[src/common/eeprom_pkg.sv]
package eeprom_pkg;

    // byte address inside the 24C16 array, top 3 bits select the block
    typedef logic [10:0] eeprom_addr_t;

    typedef logic [7:0] byte_t;

    // operations handed from the sequencer to the byte engine
    typedef enum logic [1:0]
    {
        OP_START, // start or repeated start
        OP_STOP,
        OP_WRITE, // byte out, ack sampled
        OP_READ   // byte in, ack bit sent
    } byte_op_e;

    // single bit-time commands for the bit engine
    typedef enum logic [1:0]
    {
        CMD_START,
        CMD_STOP,
        CMD_WRITE,
        CMD_READ
    } bit_cmd_e;

    typedef enum logic [3:0]
    {
        IDLE,
        W_START,
        W_CTRL,
        W_ADDR,
        W_DATA,
        R_RESTART,
        R_CTRL,
        R_DATA,
        STOP,
        DONE
    } seq_state_e;

    // device type code in the upper nibble of the control byte
    localparam logic [3:0] DEVICE_TYPE = 4'b1010;

endpackage

[src/i2c_master/i2c_sequencer.sv]
`timescale 1ns/1ps

module i2c_sequencer
(
    input  logic                     CLK,
    input  logic                     RESET,
    input  logic                     wr,
    input  logic                     rd,
    input  eeprom_pkg::eeprom_addr_t addr,
    input  eeprom_pkg::byte_t        wdata,
    input  logic                     op_done,
    input  eeprom_pkg::byte_t        rx_byte,
    input  logic                     ack_in,
    output logic                     busy,
    output logic                     done,
    output logic                     nack,
    output eeprom_pkg::byte_t        rdata,
    output logic                     op_valid,
    output eeprom_pkg::byte_op_e     op,
    output eeprom_pkg::byte_t        tx_byte,
    output logic                     ack_out
);

    eeprom_pkg::seq_state_e   state;
    eeprom_pkg::seq_state_e   state_nxt;
    eeprom_pkg::eeprom_addr_t addr_r;
    eeprom_pkg::byte_t        wdata_r;
    logic                     is_read;
    logic                     nack_acc;  // sticky, any missing ack
    logic                     accept;
    logic                     acked_op;
    eeprom_pkg::byte_op_e     op_nxt;
    eeprom_pkg::byte_t        tx_nxt;

    assign accept = (state == eeprom_pkg::IDLE) && (wr || rd);

    // states whose byte is acknowledged by the slave
    assign acked_op = (state == eeprom_pkg::W_CTRL) || (state == eeprom_pkg::W_ADDR) ||
                      (state == eeprom_pkg::W_DATA) || (state == eeprom_pkg::R_CTRL);

    assign ack_out = 1'b1; // single byte read always ends with master nack

    always_comb
    begin
        state_nxt = state;
        case (state)
            eeprom_pkg::IDLE:
                if (wr || rd)
                    state_nxt = eeprom_pkg::W_START;
            eeprom_pkg::W_START:
                if (op_done)
                    state_nxt = eeprom_pkg::W_CTRL;
            eeprom_pkg::W_CTRL:
                if (op_done)
                    state_nxt = eeprom_pkg::W_ADDR;
            eeprom_pkg::W_ADDR:
                if (op_done)
                    state_nxt = is_read ? eeprom_pkg::R_RESTART : eeprom_pkg::W_DATA;
            eeprom_pkg::W_DATA:
                if (op_done)
                    state_nxt = eeprom_pkg::STOP;
            eeprom_pkg::R_RESTART:
                if (op_done)
                    state_nxt = eeprom_pkg::R_CTRL;
            eeprom_pkg::R_CTRL:
                if (op_done)
                    state_nxt = eeprom_pkg::R_DATA;
            eeprom_pkg::R_DATA:
                if (op_done)
                    state_nxt = eeprom_pkg::STOP;
            eeprom_pkg::STOP:
                if (op_done)
                    state_nxt = eeprom_pkg::DONE;
            default:
                state_nxt = eeprom_pkg::IDLE;
        endcase
    end

    // operation issued on entry to the next state
    always_comb
    begin
        op_nxt = eeprom_pkg::OP_WRITE;
        tx_nxt = 8'hff;
        case (state_nxt)
            eeprom_pkg::W_START,
            eeprom_pkg::R_RESTART:
                op_nxt = eeprom_pkg::OP_START;
            eeprom_pkg::W_CTRL:
                tx_nxt = {eeprom_pkg::DEVICE_TYPE, addr_r[10:8], 1'b0};
            eeprom_pkg::W_ADDR:
                tx_nxt = addr_r[7:0];
            eeprom_pkg::W_DATA:
                tx_nxt = wdata_r;
            eeprom_pkg::R_CTRL:
                tx_nxt = {eeprom_pkg::DEVICE_TYPE, addr_r[10:8], 1'b1};
            eeprom_pkg::R_DATA:
                op_nxt = eeprom_pkg::OP_READ;
            eeprom_pkg::STOP:
                op_nxt = eeprom_pkg::OP_STOP;
            default:
                op_nxt = eeprom_pkg::OP_WRITE;
        endcase
    end

    always_ff @(posedge CLK)
    begin
        if (RESET)
        begin
            state    <= eeprom_pkg::IDLE;
            busy     <= 1'b0;
            done     <= 1'b0;
            nack     <= 1'b0;
            nack_acc <= 1'b0;
            op_valid <= 1'b0;
        end
        else
        begin
            state    <= state_nxt;
            busy     <= (state_nxt != eeprom_pkg::IDLE);
            done     <= (state_nxt == eeprom_pkg::DONE);
            op_valid <= (state_nxt != state) && (state_nxt != eeprom_pkg::DONE) &&
                        (state_nxt != eeprom_pkg::IDLE);
            if (accept)
                nack_acc <= 1'b0;
            else if (op_done && acked_op)
                nack_acc <= nack_acc | ack_in; // high ack bit = not acknowledged
            if (state_nxt == eeprom_pkg::DONE)
                nack <= nack_acc;
        end
    end

    always_ff @(posedge CLK)
    begin
        if (accept)
        begin
            addr_r  <= addr;
            wdata_r <= wdata;
            is_read <= ~wr; // wr wins when both are set
        end
        op      <= op_nxt;
        tx_byte <= tx_nxt;
        if (op_done && (state == eeprom_pkg::R_DATA))
            rdata <= rx_byte;
    end

endmodule

[config.mk]
export PLATFORM = sky130hd
export DESIGN_NAME = i2c_sequencer
export DESIGN_NICKNAME = d
export VERILOG_FILES = /design/src/common/eeprom_pkg.sv /design/src/i2c_master/i2c_sequencer.sv
export SDC_FILE = /design/constraint.sdc
export NUM_CORES = 1
export LEC_CHECK = 0
export BUFFER_PORTS_ARGS = -buffer_cell sky130_fd_sc_hd__buf_2
export CAP_MARGIN = 20
export CORE_ASPECT_RATIO = 1.2
export CORE_UTILIZATION = 43
export DETAILED_ROUTE_END_ITERATION = 12
export PLACE_DENSITY_LB_ADDON = 0.25
export SLEW_MARGIN = 30
export SYNTH_ARGS = -nofsm -noshare
export SYNTH_HDL_FRONTEND = slang
export SYNTH_SLANG_ARGS = --single-unit
[constraint.sdc]
create_clock -name CLK -period 2.3 [get_ports CLK]
set_input_delay 0.69 -clock CLK [delete_from_list [all_inputs] [get_ports CLK]]
set_output_delay 0.69 -clock CLK [all_outputs]
set_load 0.05 [all_outputs]
* Word level (Yosys, flattened, before mapping)
Index checks and enable logic that the tools add are counted.
** Word-level totals
- Logic and storage cells :: 59
- Output and inout port bits :: 23
- Bits in writable memories :: 0
- Bits in latches :: 0
- Input port bits :: 33
- Bits in read-only memories :: 0
- Memories :: 0
- Bits in registers :: 47
** Operators by class
- Bitwise logic cells :: 2
- Reductions and logical operators :: 14
- Shift-type cells :: 0
- Add/sub/neg operators :: 0
- Divide/modulo/power cells :: 0
- $mul :: 0
- Muxes and demuxes :: 12
- Order comparisons :: 0
- Equal/unequal tests :: 19
** Operators by type and width (number)
- 4-bit by 3-bit == test with 1-bit output, second input constant :: 8
- 4-bit 2-to-1 mux :: 8
- 4-bit one-hot mux with 8 select lines :: 1
- 8-bit one-hot mux with 4 select lines :: 1
- 4-bit by 2-bit == test with 1-bit output, second input constant :: 4
- 4-bit == test, second input constant :: 3
- 4-bit by 1-bit == test with 1-bit output, second input constant :: 2
- 2-bit one-hot mux with 3 select lines :: 1
- 2-bit OR reduction :: 3
- 1-bit logical AND :: 5
- 4-bit logical NOT :: 1
- 1-bit logical OR :: 4
- 4-bit != test :: 1
- 4-bit != test, second input constant :: 1
- 4-bit nonzero test :: 1
- 1-bit 2-to-1 mux :: 1
- 1-bit NOT :: 1
- 1-bit OR :: 1

* Longest topological paths before layout
Gate-level depths: netlist of the first run.
- Depth in word-level cells :: 6
- Depth in mapped cells :: 6
- Depth with buffers taken out :: 5

* Worst setup path after synthesis of the first run
OpenSTA, ideal clock, no wires.
- Path kind :: input port to flip-flop
- From :: input port rd
- To :: register tx_byte[4]
- Data arrival time :: 2098 ps
- Data required time :: 2178 ps
- Stages :: 4
- Setup time :: 122 ps
- Setup slack :: 80 ps
- Buffers on the path :: 0
- Path through :: o2111a_1 -> a211oi_4 -> nor2b_2 -> a221o_1
** Between the ends
- Longest elaborated chain between the ends :: 5
- Elaborated cells between the ends (all ways) :: 8
- Those cells by class :: 4 x eq/ne; 3 x mux; 1 x reduce/logical
** Ends and longest elaborated chain
- from (decl) :: line i2c_sequencer.sv:8 : input logic rd,
- 1-bit logical OR (*) :: line i2c_sequencer.sv:48 : if (wr || rd)
- 4-bit 2-to-1 mux (*) :: line i2c_sequencer.sv:48
- 4-bit one-hot mux with 8 select lines (*) :: line i2c_sequencer.sv:46 : case (state)
- 4-bit by 3-bit == test with 1-bit output / 4-bit by 2-bit == test with 1-bit output (equally long branches) :: line i2c_sequencer.sv:84 : case (state_nxt)
- 8-bit one-hot mux with 4 select lines (*) :: line i2c_sequencer.sv:84
- net tx_nxt[4] :: line i2c_sequencer.sv:33 : eeprom_pkg::byte_t tx_nxt;
- to (signal assigned) :: line i2c_sequencer.sv:141 : tx_byte <= tx_nxt;
- to (decl) :: line i2c_sequencer.sv:20 : output eeprom_pkg::byte_t tx_byte,
The timed path passes the listed nets; every way through them passes the cells marked *.
A chain may end at the register's enable or synchronous reset.

* Final worst setup path of the first run
- From :: register state[0]
- To :: register tx_byte[7]
** Between the ends
- Longest elaborated chain between the ends :: 5
- Elaborated cells between the ends (all ways) :: 24
- Those cells by class :: 12 x eq/ne; 10 x mux; 2 x reduce/logical
** Ends and longest elaborated chain
- from (decl) :: line i2c_sequencer.sv:24 : eeprom_pkg::seq_state_e state;
- from (signal assigned) :: line i2c_sequencer.sv:109 : state <= eeprom_pkg::IDLE;
- from (signal assigned) :: line i2c_sequencer.sv:118 : state <= state_nxt;
- 4-bit by 3-bit == test with 1-bit output :: line i2c_sequencer.sv:46
- 2-bit OR reduction (no line)
- 4-bit one-hot mux with 8 select lines (*) :: line i2c_sequencer.sv:46
- 4-bit by 3-bit == test with 1-bit output / 4-bit by 2-bit == test with 1-bit output (equally long branches) :: line i2c_sequencer.sv:84
- 8-bit one-hot mux with 4 select lines (*) :: line i2c_sequencer.sv:84
- net tx_nxt[7] :: line i2c_sequencer.sv:33
Marked as above.

==> results of run 1 <==
kinds of logic after synthesis:
logic type / Yosys count
simple gates: 50
flops: 47
compound gates: 38
buf+inv: 15
xor+xnor: 1
other cells: 1
sequential cells by signal, indices dropped and copies added (netlist names):
name,flops
busy,1
state,4
is_read,1
op_valid,1
op,2
nack,1
addr_r,11
done,1
rdata,8
wdata_r,8
tx_byte,8
nack_acc,1
tightest hold or removal path, cell delays in order, from the launching register on:
cell     delay (ps)
dfxtp_1         310
nand2_1          50
a21oi_1          60
area by class of cell:
| class | instances | area share (%) |
|---|---|---|
| Multi-Input combinational cell | 90 | 25.2 |
| Tap cell | 54 | 2.88 |
| Timing Repair Buffer | 62 | 14.1 |
| Clock buffer | 5 | 2.93 |
| Inverter | 8 | 1.28 |
| Clock inverter | 2 | 1.60 |
| Sequential cell | 47 | 52.1 |
per-layer routing:
layer | GRT usage [%] | share of wire (%)
met3 | 3.99 | 5.3
met1 | 18.3 | 40
met5 | 0 | 0
met4 | 11.1 | 3.5
met2 | 31.3 | 52
synth_stat cells:
| master | number |
|---|---|
| a31o_2 | 1 |
| and2b_1 | 1 |
| buf_4 | 1 |
| o22a_1 | 1 |
| a21oi_1 | 2 |
| edfxtp_1 | 28 |
| a211oi_4 | 1 |
| nor3_1 | 3 |
| inv_1 | 8 |
| conb_1 | 1 |
| o21a_1 | 2 |
| and3_1 | 2 |
| a31oi_1 | 3 |
| a2111oi_4 | 1 |
| nor3b_1 | 3 |
| o211ai_1 | 1 |
| a211o_1 | 1 |
| nand4_1 | 3 |
| clkbuf_1 | 3 |
| buf_2 | 2 |
| and3b_1 | 1 |
| o2111ai_1 | 4 |
| a221o_1 | 2 |
| a22o_1 | 1 |
| o22ai_1 | 3 |
| xnor2_2 | 1 |
| nand3_1 | 2 |
| nor2_1 | 7 |
| nand2_1 | 19 |
| o2111a_1 | 2 |
| a21boi_0 | 1 |
| o21ba_2 | 1 |
| o21bai_1 | 1 |
| nor2b_2 | 1 |
| dfxtp_1 | 19 |
| nor2b_1 | 5 |
| a22oi_1 | 1 |
| o221ai_1 | 2 |
| nand2b_1 | 3 |
| buf_1 | 1 |
| o21ai_0 | 6 |
| a32oi_1 | 1 |
path summary, 6_finish.rpt:
check                    end  slack, ps  depth (start not counted)
hold / removal          nack        470                          2
setup reg to reg  tx_byte[7]        280                          5
hold reg to reg         nack        470                          2
setup / recovery  tx_byte[7]        280                          5
metrics by stage:
| stage | hold WS, ps | cells | utilization [%] | area (um^2) | power [uW] |
|---|---|---|---|---|---|
| floorplan | 425 | 152 | - | 1870 | 1350 |
| global placement | 435 | 261 | 55.1 | 2240 | 1480 |
| detailed placement | 446 | 261 | 55.1 | 2240 | 1490 |
| CTS | 466 | 268 | 57.7 | 2350 | 2060 |
| global route | 486 | 268 | 57.7 | 2350 | 2120 |
| finish | 465 | 268 | 57.7 | 2350 | 2050 |
report_power, final:
group,internal (uW),switching [uW],total [uW]
clock network,317,259,576
registers,995,43.1,1040
logic,140,290,430
==> metrics.txt, run 1 <==
critical path's top delay family=compound AO/OA/AOI/OAI gates; commonest non-fill, non-tap cell in the layout=buf_2; Cells after Synth=152; number of diodes=0; Clock transition at path regs=80 ps; CTS root buffer=clkbuf_8; Setup TNS=0 ps; final clock skew=4.46 ps; Die H=74.3 um; setup repair bufs after CTS=0; Critical Path Start=state[0]; max_cap viols=0; period utilization=87.6%; Max Clk Rate=0.496 GHz; placed wire-length estimate=2.83 mm; status=finished clean; CTS H-tree depth=2; Die Wd=62.3 um; WP data arrival=2170 ps; largest family of logic cells by synthesized area=compound AO/OA/AOI/OAI gates; grt total ovfl=0; Crit path largest cell delay=600 ps; Clock Path Buffers=2; multiplexer share of the synthesized area=0%; Total GRT Usage=17.2%; core area=4070 um^2; cts hold-fix bufs=0; clk_lat worst skew=290 ps; Layout Nets=247; Antenna Nets Post-Route=0; vias in the first global route=1371; DR vias=1405; Reg area=1220 um^2; Synth Register Bits=47; 1st-iter DRT viols=64; CP Class=reg2reg; CTS tree=done; PortBufs=54; WL per Instance=14.0 um; Compound-Gate Fraction of Synth Area=17.0%; startpoint types=register; vias per cell=5.24; post-cts resize count=0; Syn Area/Cell=12.3 um^2; final setup fails=0; Post-Synth Adder-Cell Area=0%; total CTS buffers=5; Final Hold Vio Count=0; Initial Utilization=46.1%; Slew headroom=64.2%; Cell Area, Synth=1870 um^2; slack of the critical path=284 ps; register area share after synthesis=65.2%; antenna violations before repair=0; most frequent cells in the layout=buf_2, edfxtp_1, nand2_1, dfxtp_1; RSZ-0062 raised after global routing=no; fill cell count=351; post-synth top area share=44.9%; Cell Pwr Density=872 nW/um^2; DIE AREA=4630 um^2; detailed-route DRC error count=0; final estimated routing congestion in global placement=0.870; Routed WL=3.76 mm; P&R area growth vs syn=25.2%; maximum vdd drop=414 uV; largest net degree at the start of global routing=16; Crit Path Max Fanout=15; Pleak=0.000934 uW; number of detailed-routing iterations run before antenna repair=4; area of the multi-input gates=591 um^2; share of layout cells above drive strength 1=35.0%; Ys Warns=0; max-slew violation count=0; critical path cell sequence=nand2_1 > xnor2_2 > buf_4 > a2111oi_4 > o221ai_1; first-pass GRT wire length=5.93 mm; startpoint of the worst hold path=nack; Syn Nets=185; largest area contributor in the netlist=edfxtp_1; worst-margin pin slew=537 ps; simple-gate portion of the synthesized area=13.4%; worst slack, placed=25.2 ps; Crit path buffers/inverters=1; final worst path period need=2020 ps; largest cells by area after synthesis=edfxtp_1, dfxtp_1, nand2_1, o2111ai_1, nor2b_1; slowest CP cell=dfxtp_1; Worst setup EP type=register; clock tree sinks=47; Post-Synth XOR/XNOR Area=0.868%; # rows=25; CP required=2450 ps; worst hold-check path type=reg2reg; post-synth cell types=42; r2r startpoint=state[0]; I/O Pins=56
Note: power is estimated with default switching activity, not from simulation.
==> run 2: changes to the inputs <==
ABC_AREA = 1   (was default)
==> metrics.txt, run 2 <==
Min Hold Slack=473 ps (was 465 ps); CTS tree=done (unchanged); antenna violations before repair=0 (unchanged); final estimated routing congestion in global placement=0.903 (was 0.870); Antenna Nets Post-Route=0 (unchanged); maximum vdd drop=421 uV (was 414 uV); Setup TNS=0 ps (unchanged); largest register by flop count=addr_r (unchanged); post-layout util=54.2% (was 57.7%); Syn Area/Cell=11.0 um^2 (was 12.3 um^2); I/O Pins=56 (unchanged); clk_lat worst skew=300 ps (was 290 ps); detailed-route DRC error count=0 (unchanged); core area=4230 um^2 (was 4070 um^2); max_cap viols=0 (unchanged); slowest CP cell=dfxtp_1 (unchanged); max-slew violation count=0 (unchanged); number of detailed-routing iterations run before antenna repair=4 (unchanged); Layout Nets=262 (was 247); Switch Pwr=575 uW (was 592 uW); Total GRT Usage=16.9% (was 17.2%); placed wire-length estimate=2.54 mm (was 2.83 mm); critical path cell sequence=inv_2 > nand2_1 > nand2_2 > a21oi_4 > nand2_4 > nor2_4 > nand3_1 > nand3b_1 > nor2_1 (was nand2_1 > xnor2_2 > buf_4 > a2111oi_4 > o221ai_1); critical path's top delay family=simple AND/OR/NAND/NOR gates (was compound AO/OA/AOI/OAI gates); number of diodes=0 (unchanged); multiplexer share of the synthesized area=0% (unchanged); Reg area=1220 um^2 (unchanged); setup repair bufs after CTS=0 (unchanged); Die H=74.6 um (was 74.3 um); Clock transition at path regs=80 ps (about the same); WL per Instance=12.2 um (was 14.0 um); DIE AREA=4660 um^2 (was 4630 um^2); Clock Path Buffers=2 (unchanged); Compound-Gate Fraction of Synth Area=6.43% (was 17.0%); CTS root buffer=clkbuf_8 (unchanged); Final Hold Vio Count=0 (unchanged); # rows=26 (was 25); area of the multi-input gates=554 um^2 (was 591 um^2); Post-Synth Adder-Cell Area=0% (unchanged); number of flops mapped to enable cells by yosys=28 (unchanged); internal reg-to-reg setup slack=580 ps (was 280 ps); vias per cell=4.89 (was 5.24); vias in the first global route=1343 (was 1371); Cells after Synth=171 (was 152); Cell Pwr Density=817 nW/um^2 (was 872 nW/um^2); Cell Area, Synth=1890 um^2 (was 1870 um^2); Synth Register Bits=47 (unchanged); post-synth cell types=28 (was 42); P&R area growth vs syn=21.5% (was 25.2%); Crit path largest cell delay=520 ps (was 600 ps); Initial Utilization=44.6% (was 46.1%); Die Wd=62.5 um (was 62.3 um); part of the power in registers=54.0% (was 50.8%); 1st-iter DRT viols=42 (was 64); Post-Synth XOR/XNOR Area=0% (was 0.868%); Clock power frac=25.6% (was 28.2%); period utilization=74.9% (was 87.6%); RSZ-0062 raised after global routing=no (unchanged); total CTS buffers=5 (unchanged); CP Class=reg2reg (unchanged); Placement Cell Area=2210 um^2 (was 2240 um^2); largest family of logic cells by synthesized area=simple AND/OR/NAND/NOR gates (was compound AO/OA/AOI/OAI gates); Net Sw Frac=30.7% (was 29.0%); final instance area=2290 um^2 (was 2350 um^2); largest net degree at the start of global routing=22 (was 16); final worst path period need=1720 ps (was 2020 ps); Slew headroom=48.4% (was 64.2%); Comb pwr share=20.5% (was 21.0%); register area share after synthesis=64.7% (was 65.2%); Syn Nets=204 (was 185); post-cts resize count=0 (unchanged); simple-gate portion of the synthesized area=22.7% (was 13.4%); largest cells by area after synthesis=edfxtp_1, dfxtp_1, nand3_1, nand2_1, o211ai_1 (was edfxtp_1, dfxtp_1, nand2_1, o2111ai_1, nor2b_1); grt total ovfl=0 (unchanged); Crit path buffers/inverters=1 (unchanged); commonest non-fill, non-tap cell in the layout=buf_2 (unchanged); worst-margin pin slew=773 ps (was 537 ps); clock tree sinks=47 (unchanged); Internal Pwr Total=1300 uW (was 1450 uW); post-synth top area share=44.6% (was 44.9%); Ys Warns=0 (unchanged); worst hold-check path type=reg2reg (unchanged); CP required=2500 ps (was 2450 ps); DR vias=1399 (was 1405); cts hold-fix bufs=0 (unchanged); status=finished clean (unchanged); first-pass GRT wire length=5.82 mm (was 5.93 mm); PortBufs=54 (unchanged); fraction of registers with async set/reset=0% (unchanged); max FFs per register=11 (unchanged); CTS H-tree depth=2 (unchanged); most frequent cells in the layout=buf_2, edfxtp_1, nand2_1 (was buf_2, edfxtp_1, nand2_1, dfxtp_1); Pleak=0.000975 uW (was 0.000934 uW); largest area contributor in the netlist=edfxtp_1 (unchanged); final setup fails=0 (unchanged); Post-synth top cells=edfxtp_1, nand2_1, nand3_1 (was edfxtp_1, dfxtp_1, nand2_1); Most used DFF post-synth=edfxtp_1 (unchanged); startpoint types=register (unchanged); share of layout cells above drive strength 1=37.4% (was 35.0%); Routed WL=3.49 mm (was 3.76 mm); final clock skew=7.60 ps (was 4.46 ps); worst slack, placed=265 ps (was 25.2 ps); Crit Path Max Fanout=10 (was 15); WP data arrival=1920 ps (was 2170 ps); Worst setup EP type=register (unchanged); Max Clk Rate=0.580 GHz (was 0.496 GHz); top-count cell post-synth=edfxtp_1 (unchanged); fill cell count=414 (was 351); slack of the critical path=577 ps (was 284 ps)
==> run 2: cell count changes in the layout (fill, tap and decap cells not counted), sizes merged, moves of 3 or more <==
| cell | previous run | this run |
|---|---|---|
| nand3 | 2 | 26 |
| inv | 8 | 16 |
| nand2b | 3 | 0 |
| buf | 62 | 58 |
| o21ai | 6 | 2 |
| nand4 | 3 | 7 |
| nand2 | 19 | 31 |
| nor2 | 7 | 16 |
| nor3b | 3 | 0 |
| a21oi | 2 | 5 |
| o2111ai | 4 | 0 |
| o211ai | 1 | 6 |
| nor2b | 6 | 0 |
==> run 2: path summary, 6_finish.rpt <==
check | depth (start not counted) | to | start
hold / removal | 2 | nack | nack
hold reg to reg | 2 | nack | nack
setup / recovery | 9 | op_valid | state[0]
setup reg to reg | 9 | op_valid | state[0]
==> run 2: kinds of logic (layout without fill, tap and decap cells) <==
logic type      Yosys count  after routing
compound gates           17             17
simple gates             83             83
buf+inv                  23             82
flops                    47             47
other cells               1              1
==> run 2: layer usage <==
metal / track usage, % / part of all wire (%) / vias to the layer above
met5: 0 / 0 / -
met4: 14.2 / 2.7 / 0
met3: 4.75 / 6.9 / 7
met2: 28.5 / 50 / 56
met1: 18.0 / 40 / 630
li1: - / - / 706
==> run 2: stage by stage <==
step	power [uW]	std cells
after floorplan	1320	171
final	1870	286
after detailed placement	1420	278
after CTS	1890	286
after global routing	1960	286
after global placement	1410	278
==> run 2: tightest hold or removal path, cell delays in order (launching register included) <==
cell	delay, ps
dfxtp_1	320
nand2_1	60
a21oi_1	50
==> run 2: power groups by stage <==
stage / registers, uW / logic, uW / clock network [uW]
floorplan: 1140 / 178 / 0
global placement: 1030 / 381 / 0
detailed placement: 1030 / 386 / 0
CTS: 1010 / 387 / 494
global route: 1020 / 418 / 526
finish: 1010 / 383 / 479
==> run 2: cell type report <==
type / count / area share [%]
inverter: 16 / 2.62
clock buffer: 6 / 3.17
sequential: 47 / 53.3
timing repair buffer: 58 / 13.1
multi-input combinational: 101 / 24.2
tap: 56 / 3.06
clock inverter: 2 / 0.600
