**config.mk**
```make
export PLATFORM = sky130hd
export DESIGN_NAME = i2c_byte_engine
export DESIGN_NICKNAME = d
export VERILOG_FILES = /design/src/common/eeprom_pkg.sv /design/src/i2c_master/i2c_byte_engine.sv
export SDC_FILE = /design/constraint.sdc
export NUM_CORES = 1
export LEC_CHECK = 0
export BUFFER_PORTS_ARGS = -buffer_cell sky130_fd_sc_hd__buf_4
export CAP_MARGIN = 20
export CORE_UTILIZATION = 50
export DETAILED_ROUTE_END_ITERATION = 12
export HOLD_SLACK_MARGIN = 0.05
export PLACE_DENSITY = 0.89
export SYNTH_ARGS = -nofsm -noshare
export SYNTH_HDL_FRONTEND = slang
export SYNTH_SLANG_ARGS = --single-unit
```
**constraint.sdc**
```tcl
create_clock -name CLK -period 4.04 [get_ports CLK]
set_clock_uncertainty 0.05 [all_clocks]
set_input_delay 0.404 -clock CLK [delete_from_list [all_inputs] [get_ports CLK]]
set_output_delay 0.404 -clock CLK [all_outputs]
set_load 0.01 [all_outputs]
```
**src/common/eeprom_pkg.sv**
```systemverilog
package eeprom_pkg;

    // byte address inside the 24C16 array, top 3 bits select the block
    typedef logic [10:0] eeprom_addr_t;

    typedef logic [7:0] byte_t;

    // operations handed from the sequencer to the byte engine
    typedef enum logic [1:0]
    {
        OP_START, // start or repeated start
        OP_STOP,
        OP_WRITE, // byte out, ack sampled
        OP_READ   // byte in, ack bit sent
    } byte_op_e;

    // single bit-time commands for the bit engine
    typedef enum logic [1:0]
    {
        CMD_START,
        CMD_STOP,
        CMD_WRITE,
        CMD_READ
    } bit_cmd_e;

    typedef enum logic [3:0]
    {
        IDLE,
        W_START,
        W_CTRL,
        W_ADDR,
        W_DATA,
        R_RESTART,
        R_CTRL,
        R_DATA,
        STOP,
        DONE
    } seq_state_e;

    // device type code in the upper nibble of the control byte
    localparam logic [3:0] DEVICE_TYPE = 4'b1010;

endpackage

```
**src/i2c_master/i2c_byte_engine.sv**
```systemverilog
`timescale 1ns/1ps

module i2c_byte_engine
(
    input  logic                 CLK,
    input  logic                 RESET,
    input  logic                 op_valid,
    input  eeprom_pkg::byte_op_e op,
    input  eeprom_pkg::byte_t    tx_byte,
    input  logic                 ack_out,
    input  logic                 bit_done,
    input  logic                 bit_in,
    output logic                 op_done,
    output eeprom_pkg::byte_t    rx_byte,
    output logic                 ack_in,
    output logic                 cmd_valid,
    output eeprom_pkg::bit_cmd_e cmd,
    output logic                 bit_out
);

    eeprom_pkg::byte_op_e op_r;
    eeprom_pkg::byte_t    sh;        // tx and rx share the shifter
    logic                 ack_out_r;
    logic                 active;
    logic                 issue_r;   // first bit of the op pending
    logic [3:0]           cnt;       // index of next bit to issue
    logic [3:0]           nbits;
    logic                 start_op;
    logic                 last_done;

    assign start_op  = op_valid && !active;
    assign nbits     = ((op_r == eeprom_pkg::OP_START) || (op_r == eeprom_pkg::OP_STOP)) ?
                       4'd1 : 4'd9;
    assign last_done = active && bit_done && (cnt == nbits);
    assign cmd_valid = issue_r || (active && bit_done && (cnt != nbits));
    assign rx_byte   = sh;

    always_comb
    begin
        cmd     = eeprom_pkg::CMD_WRITE;
        bit_out = 1'b1;
        case (op_r)
            eeprom_pkg::OP_START:
                cmd = eeprom_pkg::CMD_START;
            eeprom_pkg::OP_STOP:
                cmd = eeprom_pkg::CMD_STOP;
            eeprom_pkg::OP_WRITE:
                if (cnt < 4'd8)
                    bit_out = sh[7];
                else
                    cmd = eeprom_pkg::CMD_READ; // release sda for slave ack
            default:
                if (cnt < 4'd8)
                    cmd = eeprom_pkg::CMD_READ;
                else
                    bit_out = ack_out_r;
        endcase
    end

    always_ff @(posedge CLK)
    begin
        if (RESET)
        begin
            active  <= 1'b0;
            issue_r <= 1'b0;
            cnt     <= 4'd0;
            op_done <= 1'b0;
        end
        else
        begin
            issue_r <= start_op;
            op_done <= last_done;
            if (start_op)
            begin
                active <= 1'b1;
                cnt    <= 4'd0;
            end
            else
            begin
                if (cmd_valid)
                    cnt <= cnt + 4'd1;
                if (last_done)
                    active <= 1'b0;
            end
        end
    end

    always_ff @(posedge CLK)
    begin
        if (start_op)
        begin
            op_r      <= op;
            sh        <= tx_byte;
            ack_out_r <= ack_out;
        end
        else if (cmd_valid && (op_r == eeprom_pkg::OP_WRITE))
            sh <= {sh[6:0], 1'b0};
        else if (bit_done && (op_r == eeprom_pkg::OP_READ) && (cnt <= 4'd8))
            sh <= {sh[6:0], bit_in}; // msb first
        if (bit_done && (op_r == eeprom_pkg::OP_WRITE) && (cnt == 4'd9))
            ack_in <= bit_in;
    end

endmodule

```
* After elaboration in Yosys (flattened, before gate mapping) *
Index checks and enable logic that the tools add are counted.

word-level totals
  register bits = 19
  output and inout port bits = 14

operators by class
  $add $sub $neg = 1
  magnitude comparators = 2
  equal/unequal tests = 6
  mux-type cells = 12
  reductions and logical operators = 17

operator list
  cell                                                   number
  two-way mux 8 bit                                      3
  logical AND 1 bit                                      9
  two-way mux 1 bit                                      6
  case mux 2 bit (3 select lines)                        1
  adder 4 x 1 -> 4 bit, second input constant            1
  equality test 2 bit, second input constant             2
  equality test 4 bit                                    1
  equality test 4 bit, second input constant             1
  less-or-equal comparator 4 bit, second input constant  1
  < comparator 4 bit, second input constant              1
  two-way mux 4 bit                                      1
  != test 4 bit                                          1
  OR reduction 2 bit                                     2
  nonzero test 3 bit                                     1
  equality test 2 x 1 -> 1 bit, second input constant    1
  zero test 2 bit                                        1
  logical OR 1 bit                                       2
  case mux 1 bit (2 select lines)                        1
  nonzero test 2 bit                                     1
  zero test 1 bit                                        1

* Depth between registers and ports, before layout *
Gate-level depths: netlist of the first run.

  depth after elaboration = 9
  depth in mapped cells = 5
  depth with buffers taken out = 5

* Worst setup path after synthesis of the first run *
Ideal clock, no wire load.

  kind = register to register
  from = reg cnt[0]
  to = reg sh[0] (netlist: rx_byte[0]) (enable)
  library setup time = 0.294 ns
  arrival time = 1.302 ns
  data required time = 3.696 ns
  slack = 2.394 ns
  stages on the path, launching flop included = 5
  clock period less this slack = 1.646 ns
  cells stage by stage = dfxtp_1 ha_1 nor3b_2 a211oi_1 or3_1

between the ends
  longest elaborated chain between the ends = 5
  elaborated cells between the ends (all ways) = 7

RTL lines
  item                                                                    RTL line               RTL
  start, declared                                                         i2c_byte_engine.sv:26  logic [3:0] cnt;
  start signal, assigned                                                  i2c_byte_engine.sv:81  cnt <= cnt + 4'd1;
  branches (longest 4 deep; another with less-or-equal comparator 4 bit)  -
  nonzero test 3 bit (no line) *                                          -
  end signal, assigned                                                    i2c_byte_engine.sv:93  sh <= tx_byte;
  end signal, assigned                                                    i2c_byte_engine.sv:97  sh <= {sh[6:0], 1'b0};
  end signal, assigned                                                    i2c_byte_engine.sv:99  sh <= {sh[6:0], bit_in};
  end, declared                                                           i2c_byte_engine.sv:22  eeprom_pkg::byte_t sh;

Mark *: on every way between the ends.
A chain may end at the register's enable or synchronous reset.

* Worst setup path after layout of the first run *
  from = reg active
  to = reg sh[0] (netlist: rx_byte[0]) (enable)

between the ends
  longest elaborated chain between the ends = 5
  elaborated cells between the ends (all ways) = 7

RTL lines
  item                             RTL line               RTL
  start, declared                  i2c_byte_engine.sv:24  logic active;
  start signal, assigned           i2c_byte_engine.sv:64  active <= 1'b0;
  start signal, assigned           i2c_byte_engine.sv:75  active <= 1'b1;
  start signal, assigned           i2c_byte_engine.sv:83  active <= 1'b0;
  logical AND 1 bit (2 in series)  i2c_byte_engine.sv:35  assign cmd_valid = issue_r || (active && bit_done && (cnt != nbits));
  logical OR 1 bit                 i2c_byte_engine.sv:35
  logical AND 1 bit                i2c_byte_engine.sv:96  else if (cmd_valid && (op_r == eeprom_pkg::OP_WRITE))
  nonzero test 3 bit (no line) *   -

Every way passes the cells marked *; elsewhere a longest branch is shown, timed or not.

==> results of run 1 <==
-- worst reg2reg max path, delay by kind of cell (launching register included) --
family        cells  cell delay (ps)
buf+inv           1              380
flops             1              390
simple gates      2             1070
-- worst max-delay path by stage --
stage	depth (start not counted)	slack [ps]	start	end
3_5_place_dp	4	1770	op_valid	rx_byte[4]$_DFFE_PP_
6_report	3	1860	active$_SDFFE_PP0P_	rx_byte[0]$_DFFE_PP_
5_1_grt	3	1670	active$_SDFFE_PP0P_	rx_byte[2]$_DFFE_PP_
2_1_floorplan	4	2390	cnt[0]$_SDFFE_PP0P_	rx_byte[0]$_DFFE_PP_
3_3_place_gp	4	1870	op_valid	rx_byte[3]$_DFFE_PP_
4_1_cts	3	1840	active$_SDFFE_PP0P_	rx_byte[4]$_DFFE_PP_
-- state kept, by name, indices dropped and copies added, names as in the netlist --
register   flops
rx_byte        8
cnt            4
op_r           2
ack_in         1
ack_out_r      1
active         1
issue_r        1
op_done        1
-- power groups by stage --
stage,Clock (µW),Sequential (µW),Combinational [µW]
finish,98.3,233,74.8
floorplan,0,240,36.1
detailed placement,0,238,74.9
CTS,96.4,234,75.3
global placement,0,237,72.1
global route,107,235,82.4
-- area by class of cell --
type                            instances  area (µm²)
Fill cell                             149         563
Tap cell                               25        31.3
Sequential cell                        19         500
Clock inverter                          1        5.00
Clock buffer                            3        22.5
Inverter                                7        26.3
Timing Repair Buffer                   29         218
Multi-Input combinational cell         67         398
-- layer usage --
metal  vias to the layer above  share of wire  GRT usage
li1                        387              -          -
met3                         2          0.044     0.0476
met2                        24           0.53      0.375
met5                         -              0          0
met1                       370           0.41      0.243
met4                         0          0.014     0.0882
-- cell usage after synthesis (2+ instances only) --
master,count
a211oi_1,2
buf_2,2
clkbuf_1,2
dfxtp_1,7
edfxtp_1,12
ha_1,3
inv_1,7
mux2i_1,2
nand2_1,26
nand2b_1,4
nand3_1,5
nor2_1,3
nor3_1,5
nor4_1,2
o21ai_0,3
or3_1,3
-- logic make-up after synthesis --
kind of cell	count (synthesis)	share of synthesized area
mux	3	0.0365
compound gates	9	0.0664
flops	19	0.521
fa+ha+maj	3	0.0391
simple gates	49	0.237
buf+inv	13	0.0651
xor+xnor	3	0.0352
-- through the flow --
stage,cells,total power (µW),setup slack (ps),util
6_report,151,406,1860,0.681
5_1_grt,151,425,1670,0.681
4_1_cts,151,405,1840,0.681
3_5_place_dp,147,313,1770,0.665
3_3_place_gp,147,309,1870,0.665
2_1_floorplan,99,276,2390,-
==> results.cfg, run 1 <==
[run_status]
status = finished clean

[logic_synthesis]
synth_area_um2 = 961
ys_types = 27
syn_area_per_cell_um2 = 9.71
synth_top_cell_area_share = 0.375
syn-num-nets = 118
ys_warn_count = 0
synth.area.top_cells = edfxtp_1 (38%), dfxtp_1 (15%), nand2_1 (10%)
synth_top_flop_cell = edfxtp_1
synth_top_cell_by_area = edfxtp_1
synth_seq_cells = 19
syn_inst = 99
yosysSeqAreaShare = 0.521
synth_edf_count = 12
synthArstFlopShare = 0

[placed_design]
io_buffer_count = 29
gp_congestion = 0.764
placed_area_mm2 = 0.00117
hpwlAfterDp_mm = 1.45

[setup_path]
crit_path_max_incr_delay_ps = 620
cp_num_buf_inv = 1
r2r-end = rx_byte[0]$_DFFE_PP_
cp_top_family = simple AND/OR/NAND/NOR gates
cp-start-kind = flip-flop
reg2regPathDepth = 3
cp_cell_sequence = nand2b_1 -> inv_1 -> or3_1
required_ps = 4000
worstPathArrival_ps = 2140
slowest_stage = or3_1
reg2reg_slack_ps = 1860
critPathCaptureType = flip-flop
critPathKind = flip-flop to flip-flop
crit_fanout = 16
worstReg2RegStart = active$_SDFFE_PP0P_

[power_and_ir_drop]
p_per_area_mw_per_mm2 = 338
switching_power_uw = 109
p_seq_frac = 0.574
pwr-share-clk = 0.242
power.leakage_uw = 0.000538
ir_worst_vdd_uv = 207
switching_share = 0.269
intPower_uw = 297
p_comb_frac = 0.184

[global_route]
antenna_found_initial = 0
grt_overflow = 0
grt_pass1_vias = 730
grt_max_degree = 17
grtUsageTotal = 0.212
grt_pass1_wl_mm = 3.11

[sta]
setup_violations = 0
fmax_ghz = 0.459
grt_setup_unrepaired = no
finalMaxSlewViolations = 0
period_share = 0.539
worst-slew-pin-transition_ps = 515
period_minus_slack_ps = 2180
hold_ws_ps = 228
finalHoldViolCount = 0
fin_setup_tns_ps = 0
slew_headroom = 0.656

[die]
die_h_um = 45.8
initial_core_util = 0.545
rows = 15
die-area_mm2 = 0.00210
core_region_area_mm2 = 0.00176
die_x_um = 45.8
boundaryPins = 30

[worst_hold_path]
min_to = op_r[1]$_DFFE_PP_
hold_path_startpoint = op[1]
whs_path_depth = 1
min_path_type = input pin to flip-flop

[detailed_routing]
post_drt_via_cell_ratio = 5.19
finalWirelength_mm = 1.90
drc = 0
drt_iter0_markers = 14
antenna_left = 0
wl_per_cell_um = 12.6
vias = 783
dr.pass1.iters = 4

[cts]
path_clk_slew_ps = 120
clock_latency_ps = 290
cts_hold_buf = 0
cts.repair.resized = 0
postCtsSetupBuffers = 0
cts_tree = built
cts_buffers = 3
clockBufferDepth = 2
cts-htree-levels = 1
cts_sinks = 19
cts_root_buf = clkbuf_4

[finish]
layout.nets = 146
num_antenna_cells = 0
area_delta_synth_final_pct = 25.0
design_area_mm2 = 0.00120
final_cell_mix = buf_4 (29), nand2_1 (26), edfxtp_1 (12)
drive_gt1_frac = 0.302
final_common_cell = buf_4

[flow_run]
drv_cap = 0
(Power assumes the default switching activity.)
==> inputs of run 2 (changes only) <==
--- a/config.mk
+++ b/config.mk
@@ -5,12 +5,13 @@
 export SDC_FILE = /design/constraint.sdc
 export NUM_CORES = 1
 export LEC_CHECK = 0
+export ABC_AREA = 1
 export BUFFER_PORTS_ARGS = -buffer_cell sky130_fd_sc_hd__buf_4
 export CAP_MARGIN = 20
-export CORE_UTILIZATION = 50
+export CORE_UTILIZATION = 48
 export DETAILED_ROUTE_END_ITERATION = 12
 export HOLD_SLACK_MARGIN = 0.05
-export PLACE_DENSITY = 0.89
+export PLACE_DENSITY = 0.87
 export SYNTH_ARGS = -nofsm -noshare
 export SYNTH_HDL_FRONTEND = slang
 export SYNTH_SLANG_ARGS = --single-unit
==> constraint.sdc (replaced) <==
create_clock -name CLK -period 2.1 [get_ports CLK]
set_clock_uncertainty 0.05 [all_clocks]
set_input_delay 0.21 -clock CLK [delete_from_list [all_inputs] [get_ports CLK]]
set_output_delay 0.21 -clock CLK [all_outputs]
set_load 0.01 [all_outputs]
==> run 2 against run 1 <==
  * Sequential share of layout area decreased by 0.85 points
  * Clock-buffer cell count increased by 1
  * Critical path type unchanged
  * Hold slack got worse by 160 ps
  * Wire length increased by 1.8%
  * Core utilization increased by 0.69 points
  * Via count increased by 2.0%
  * Largest power group unchanged
  * First-iteration DRC count increased by 36%
==> results.cfg, run 2 <==
[power_and_ir_drop]
switching_share = 0.255
p_per_area_mw_per_mm2 = 629
pwr-share-clk = 0.230
ir_worst_vdd_uv = 417
power.leakage_uw = 0.000575
p_seq_frac = 0.578
switching_power_uw = 197
intPower_uw = 575
p_comb_frac = 0.192

[detailed_routing]
drt_iter0_markers = 19
wl_per_cell_um = 11.9
vias = 799
post_drt_via_cell_ratio = 4.93
antenna_left = 0
dr.pass1.iters = 5
drc = 0
finalWirelength_mm = 1.94

[sta]
worst-slew-pin-transition_ps = 392
setup_violations = 0
slew_headroom = 0.738
fmax_ghz = 0.523
grt_setup_unrepaired = no
finalMaxSlewViolations = 0
period_minus_slack_ps = 1910
hold_ws_ps = 63.8
period_share = 0.911
finalHoldViolCount = 0
fin_setup_tns_ps = 0

[logic_synthesis]
ys_types = 18
syn_inst = 102
synthArstFlopShare = 0
synth.top_cells.by_count = nand2_1 (32), edfxtp_1 (12), inv_1 (10), nand3_1 (8), dfxtp_1 (7)
synth_seq_cells = 19
synth_simple_gate_area_frac = 0.286
synth_top_cell_by_area = edfxtp_1
yosysSeqAreaShare = 0.536
synth_compound_area_frac = 0.0375
synth_top_family_by_area = simple AND/OR/NAND/NOR gates
synth_top_flop_cell = edfxtp_1
synth_xor_area_frac = 0.0282
synth_top_cell_area_share = 0.386
synth_edf_count = 12
synth_area_um2 = 933
synthMostInstantiatedCell = nand2_1
syn_area_per_cell_um2 = 9.15
muxShareOfSynthArea = 0
synthAdderAreaFrac = 0.0402
syn-num-nets = 121
synth.area.top_cells = edfxtp_1 (39%), dfxtp_1 (15%), nand2_1 (13%)
ys_warn_count = 0

[setup_path]
critPathCaptureType = flip-flop
crit_fanout = 8
cp_cell_sequence = inv_1 -> ha_1 -> inv_1 -> nor2_1 -> nand3_2 -> nand2_4 -> nand2_4 -> nand2_4 -> nand3_1
worstPathArrival_ps = 1800
crit_path_max_incr_delay_ps = 350
crit_top_cell = nand2_4
cp_top_family = simple AND/OR/NAND/NOR gates
cp_num_cells = 9
cp_num_buf_inv = 2
reg2regPathDepth = 9
cp-start-kind = flip-flop
slowest_stage = dfxtp_1
critPathKind = flip-flop to flip-flop
required_ps = 1990

[cts]
clockBufferDepth = 2
cts_root_buf = clkbuf_4
path_clk_slew_ps = 100
clock_latency_ps = 290
cts-htree-levels = 1
cts.repair.resized = 0
cts_tree = built
cts_sinks = 19
cts_buffers = 3

[finish]
largest_register_ffs = 8
final_core_util = 0.688
num_antenna_cells = 0
layout.nets = 157
fillers = 144
area_delta_synth_final_pct = 31.4
drive_gt1_frac = 0.307
final_common_cell = nand2_1
final_cell_mix = nand2_1 (32), buf_4 (29), edfxtp_1 (12)

[die]
core_region_area_mm2 = 0.00178
boundaryPins = 30
die_x_um = 46.1
die-area_mm2 = 0.00212
initial_core_util = 0.524
die_h_um = 46.1
rows = 15

[global_route]
grt_pass1_wl_mm = 2.99
grt_pass1_vias = 702
antenna_found_initial = 0
grtUsageTotal = 0.202
grt_max_degree = 13
grt_overflow = 0

[placed_design]
hpwlAfterDp_mm = 1.50
gp_congestion = 0.793
io_buffer_count = 29

[worst_hold_path]
min_path_type = input pin to flip-flop
whs_path_depth = 1

[flow_run]
drv_cap = 0

[run_status]
status = finished clean
==> run 2: cell types whose count changed in the layout (fill, tap and decap cells not counted), moves of 3 or more <==
cell	change
a21oi_1	+3
dlygate4sd3_1	+4
inv_1	+3
nand2_1	+6
nand2_4	+3
nand2b_1	-4
nand3_1	+3
or3_1	-3
==> run 2: kinds of logic (layout without fill, tap and decap cells) <==
kind of cell             Yosys count  in the layout
AND/OR/NAND/NOR                   56             56
adder cells (fa/ha/maj)            3              3
XOR/XNOR                           3              3
AO/OA/AOI/OAI                      7              7
buffers and inverters             14             49
flip-flops                        19             19
==> run 2: final cells by class <==
type,instances,area (µm²),share of cell area
Inverter,12,45.0,0.0367
Timing Repair Buffer,33,258,0.210
Sequential cell,19,500,0.408
Tap cell,25,31.3,0.0255
Multi-Input combinational cell,69,365,0.298
Clock buffer,4,26.3,0.0214
==> run 2: what timing repair did <==
| action | CTS | global route |
|---|---|---|
| setup endpoints to repair | 0 | 0 |
| setup buffers | 0 | 0 |
| hold endpoints to repair | 4 | 1 |
| hold buffers | 3 | 1 |
==> run 2: final timing paths <==
check	end	from	slack, ps
max	rx_byte[5]$_DFFE_PP_	cnt[1]$_SDFFE_PP0P_	190
min	ack_in$_DFFE_PP_	bit_in	60
max reg2reg	rx_byte[5]$_DFFE_PP_	cnt[1]$_SDFFE_PP0P_	190
min reg2reg	active$_SDFFE_PP0P_	active$_SDFFE_PP0P_	480
==> run 2: per-stage QoR <==
step                instances  setup slack (ps)  area, µm²  power [µW]
floorplan                 102               475        933         526
global placement          154               355       1160         590
detailed placement        154               186       1160         597
CTS                       161               178       1220         774
global route              162              24.0       1230         809
finish                    162               188       1230         771
==> run 2: metal layers <==
layer	part of all wire	up-vias	wire [µm]	GRT usage
met5	0	-	0	0
met4	0.0062	0	12	0.0529
met3	0.045	2	88	0.0353
met2	0.53	29	1030	0.358
met1	0.41	370	802	0.250
li1	-	398	-	-
==> run 2: power by group through the flow <==
stage          logic (µW)  registers, µW  clock network (µW)
2_1_floorplan        66.0            460                   0
3_3_place_gp          137            453                   0
3_5_place_dp          142            454                   0
4_1_cts               148            446                 180
5_1_grt               165            449                 195
6_report              148            446                 178
==> inputs of run 3 (changes only) <==
--- a/config.mk
+++ b/config.mk
@@ -8,10 +8,13 @@
 export ABC_AREA = 1
 export BUFFER_PORTS_ARGS = -buffer_cell sky130_fd_sc_hd__buf_4
 export CAP_MARGIN = 20
-export CORE_UTILIZATION = 48
+export CELL_PAD_IN_SITES_DETAIL_PLACEMENT = 0
+export CELL_PAD_IN_SITES_GLOBAL_PLACEMENT = 2
+export CORE_UTILIZATION = 30
+export CTS_BUF_LIST = sky130_fd_sc_hd__clkbuf_4
 export DETAILED_ROUTE_END_ITERATION = 12
 export HOLD_SLACK_MARGIN = 0.05
-export PLACE_DENSITY = 0.87
+export PLACE_DENSITY = 0.91
 export SYNTH_ARGS = -nofsm -noshare
 export SYNTH_HDL_FRONTEND = slang
 export SYNTH_SLANG_ARGS = --single-unit
==> run 3 against run 2 <==
  * The flow now finishes with violations (design-rule violations)
  * Fmax increased by 3.4%
  * Power grew 2.0%
  * Final cell count is 4.3% higher
  * First-iteration DRC count is 5.3% lower
  * Setup slack better by 62 ps
  * Clock power grew 8%
  * Non-clock buffer count is 1 higher
  * Critical path type unchanged
  * Critical endpoint is now rx_byte[0]$_DFFE_PP_
  * Largest power group unchanged
==> results.cfg, run 3 (synthesized netlist as in run 2, its figures left out) <==
[sta]
grt_setup_unrepaired = no
period_minus_slack_ps = 1850
finalHoldViolCount = 0
worst-slew-pin-transition_ps = 400
period_share = 0.881
finalMaxSlewViolations = 0
slew_headroom = 0.732
fmax_ghz = 0.540
setup_violations = 0
fin_setup_tns_ps = 0

[finish]
instances_no_fill = 169
layout.nets = 158
area_delta_synth_final_pct = 33.6
final_core_util = 0.437
multi_input_area_um2 = 365
seqCellArea_um2 = 500
drive_gt1_frac = 0.312
final_cell_mix = nand2_1 (32), buf_4 (29), edfxtp_1 (12)
num_antenna_cells = 0
largest_register_ffs = 8
fillers = 295
final_common_cell = nand2_1

[detailed_routing]
drc = 1
dr.pass1.iters = 8
wl_per_cell_um = 11.0
vias = 752
post_drt_via_cell_ratio = 4.45
antenna_left = 0
finalWirelength_mm = 1.86
drt_iter0_markers = 18

[power_and_ir_drop]
ir_worst_vdd_uv = 372
power.leakage_uw = 0.000582
switching_share = 0.251
p_seq_frac = 0.567
switching_power_uw = 198
p_per_area_mw_per_mm2 = 630
intPower_uw = 589
p_comb_frac = 0.187
pwr-share-clk = 0.245

[setup_path]
required_ps = 1990
crit_fanout = 8
worstPathArrival_ps = 1740
critPathCaptureType = flip-flop
reg2reg_slack_ps = 250
critPathKind = flip-flop to flip-flop
cp-start-kind = flip-flop
reg2regPathDepth = 8

[worst_hold_path]
whs_path_depth = 3
min_path_type = input pin to flip-flop

[die]
core_region_area_mm2 = 0.00285
die_h_um = 57.8
die-area_mm2 = 0.00334
boundaryPins = 30
die_x_um = 57.8
rows = 19
initial_core_util = 0.327

[placed_design]
dpl.cell_count = 160
gp_congestion = 0.766
hpwlAfterDp_mm = 1.46
io_buffer_count = 29

[run_status]
status = finished with violations
violations = design-rule violations

[cts]
cts_root_buf = clkbuf_4
path_clk_slew_ps = 100
clock_latency_ps = 290
cts-htree-levels = 1
clockBufferDepth = 2
cts_sinks = 19
cts_buffers = 3
cts_tree = built

[global_route]
grt_pass1_wl_mm = 3.15
grtUsageTotal = 0.125
grt_overflow = 0
grt_max_degree = 13
grt_pass1_vias = 720
antenna_found_initial = 0

[flow_run]
drv_cap = 0
-- run 3: cell types whose count changed in the layout (fill, tap and decap cells not counted), sizes merged --
| cell | before | now |
|---|---|---|
| dlygate4sd3 | 4 | 5 |
-- run 3: per-stage QoR --
stage	total power, µW	hold slack (ps)	worst slack, ps	area [µm²]
after floorplan	526	232	475	933
after global placement	595	341	332	1170
after detailed placement	598	340	245	1170
after CTS	796	52.9	230	1240
after global routing	834	121	63.9	1250
final	786	125	250	1250
-- run 3: timing repair --
action | 4_1_cts | 5_1_grt
gates resized for setup | 0 | 0
setup buffers | 0 | 0
hold buffers | 4 | 1
hold endpoints to repair | 5 | 1
-- run 3: layout make-up --
cell class / instances / share of cell area
timing repair buffer: 34 / 0.215
inverter: 12 / 0.0361
tap: 31 / 0.0311
sequential: 19 / 0.401
clock buffer: 4 / 0.0241
multi-input combinational: 69 / 0.293
-- run 3: layer usage --
layer | vias to the layer above | part of all wire | track usage
met2 | 16 | 0.50 | 0.208
met1 | 334 | 0.45 | 0.155
met3 | 2 | 0.041 | 0.0335
met5 | - | 0 | 0
li1 | 400 | - | -
met4 | 0 | 0.015 | 0.0510
-- run 3: worst paths after layout --
path,startpoint,endpoint
max,cnt[0]$_SDFFE_PP0P_,rx_byte[0]$_DFFE_PP_
min reg2reg,active$_SDFFE_PP0P_,active$_SDFFE_PP0P_
max reg2reg,cnt[0]$_SDFFE_PP0P_,rx_byte[0]$_DFFE_PP_
min,tx_byte[5],rx_byte[5]$_DFFE_PP_
-- run 3: power by group through the flow --
stage                     Clock [µW]  Sequential, µW  Combinational (µW)
after detailed placement           0             455                 142
after CTS                        201             447                 149
after global routing             219             449                 165
after global placement             0             454                 141
final                            193             446                 147
after floorplan                    0             460                66.0
-- run 3: critical path: stages, from the launching register on --
cell     delay [ps]
dfxtp_1         410
ha_1            180
inv_1            40
nor2_1          140
nand3_2         140
nand2_4         120
nand2_4          80
nand2_4          70
nand3_1         280
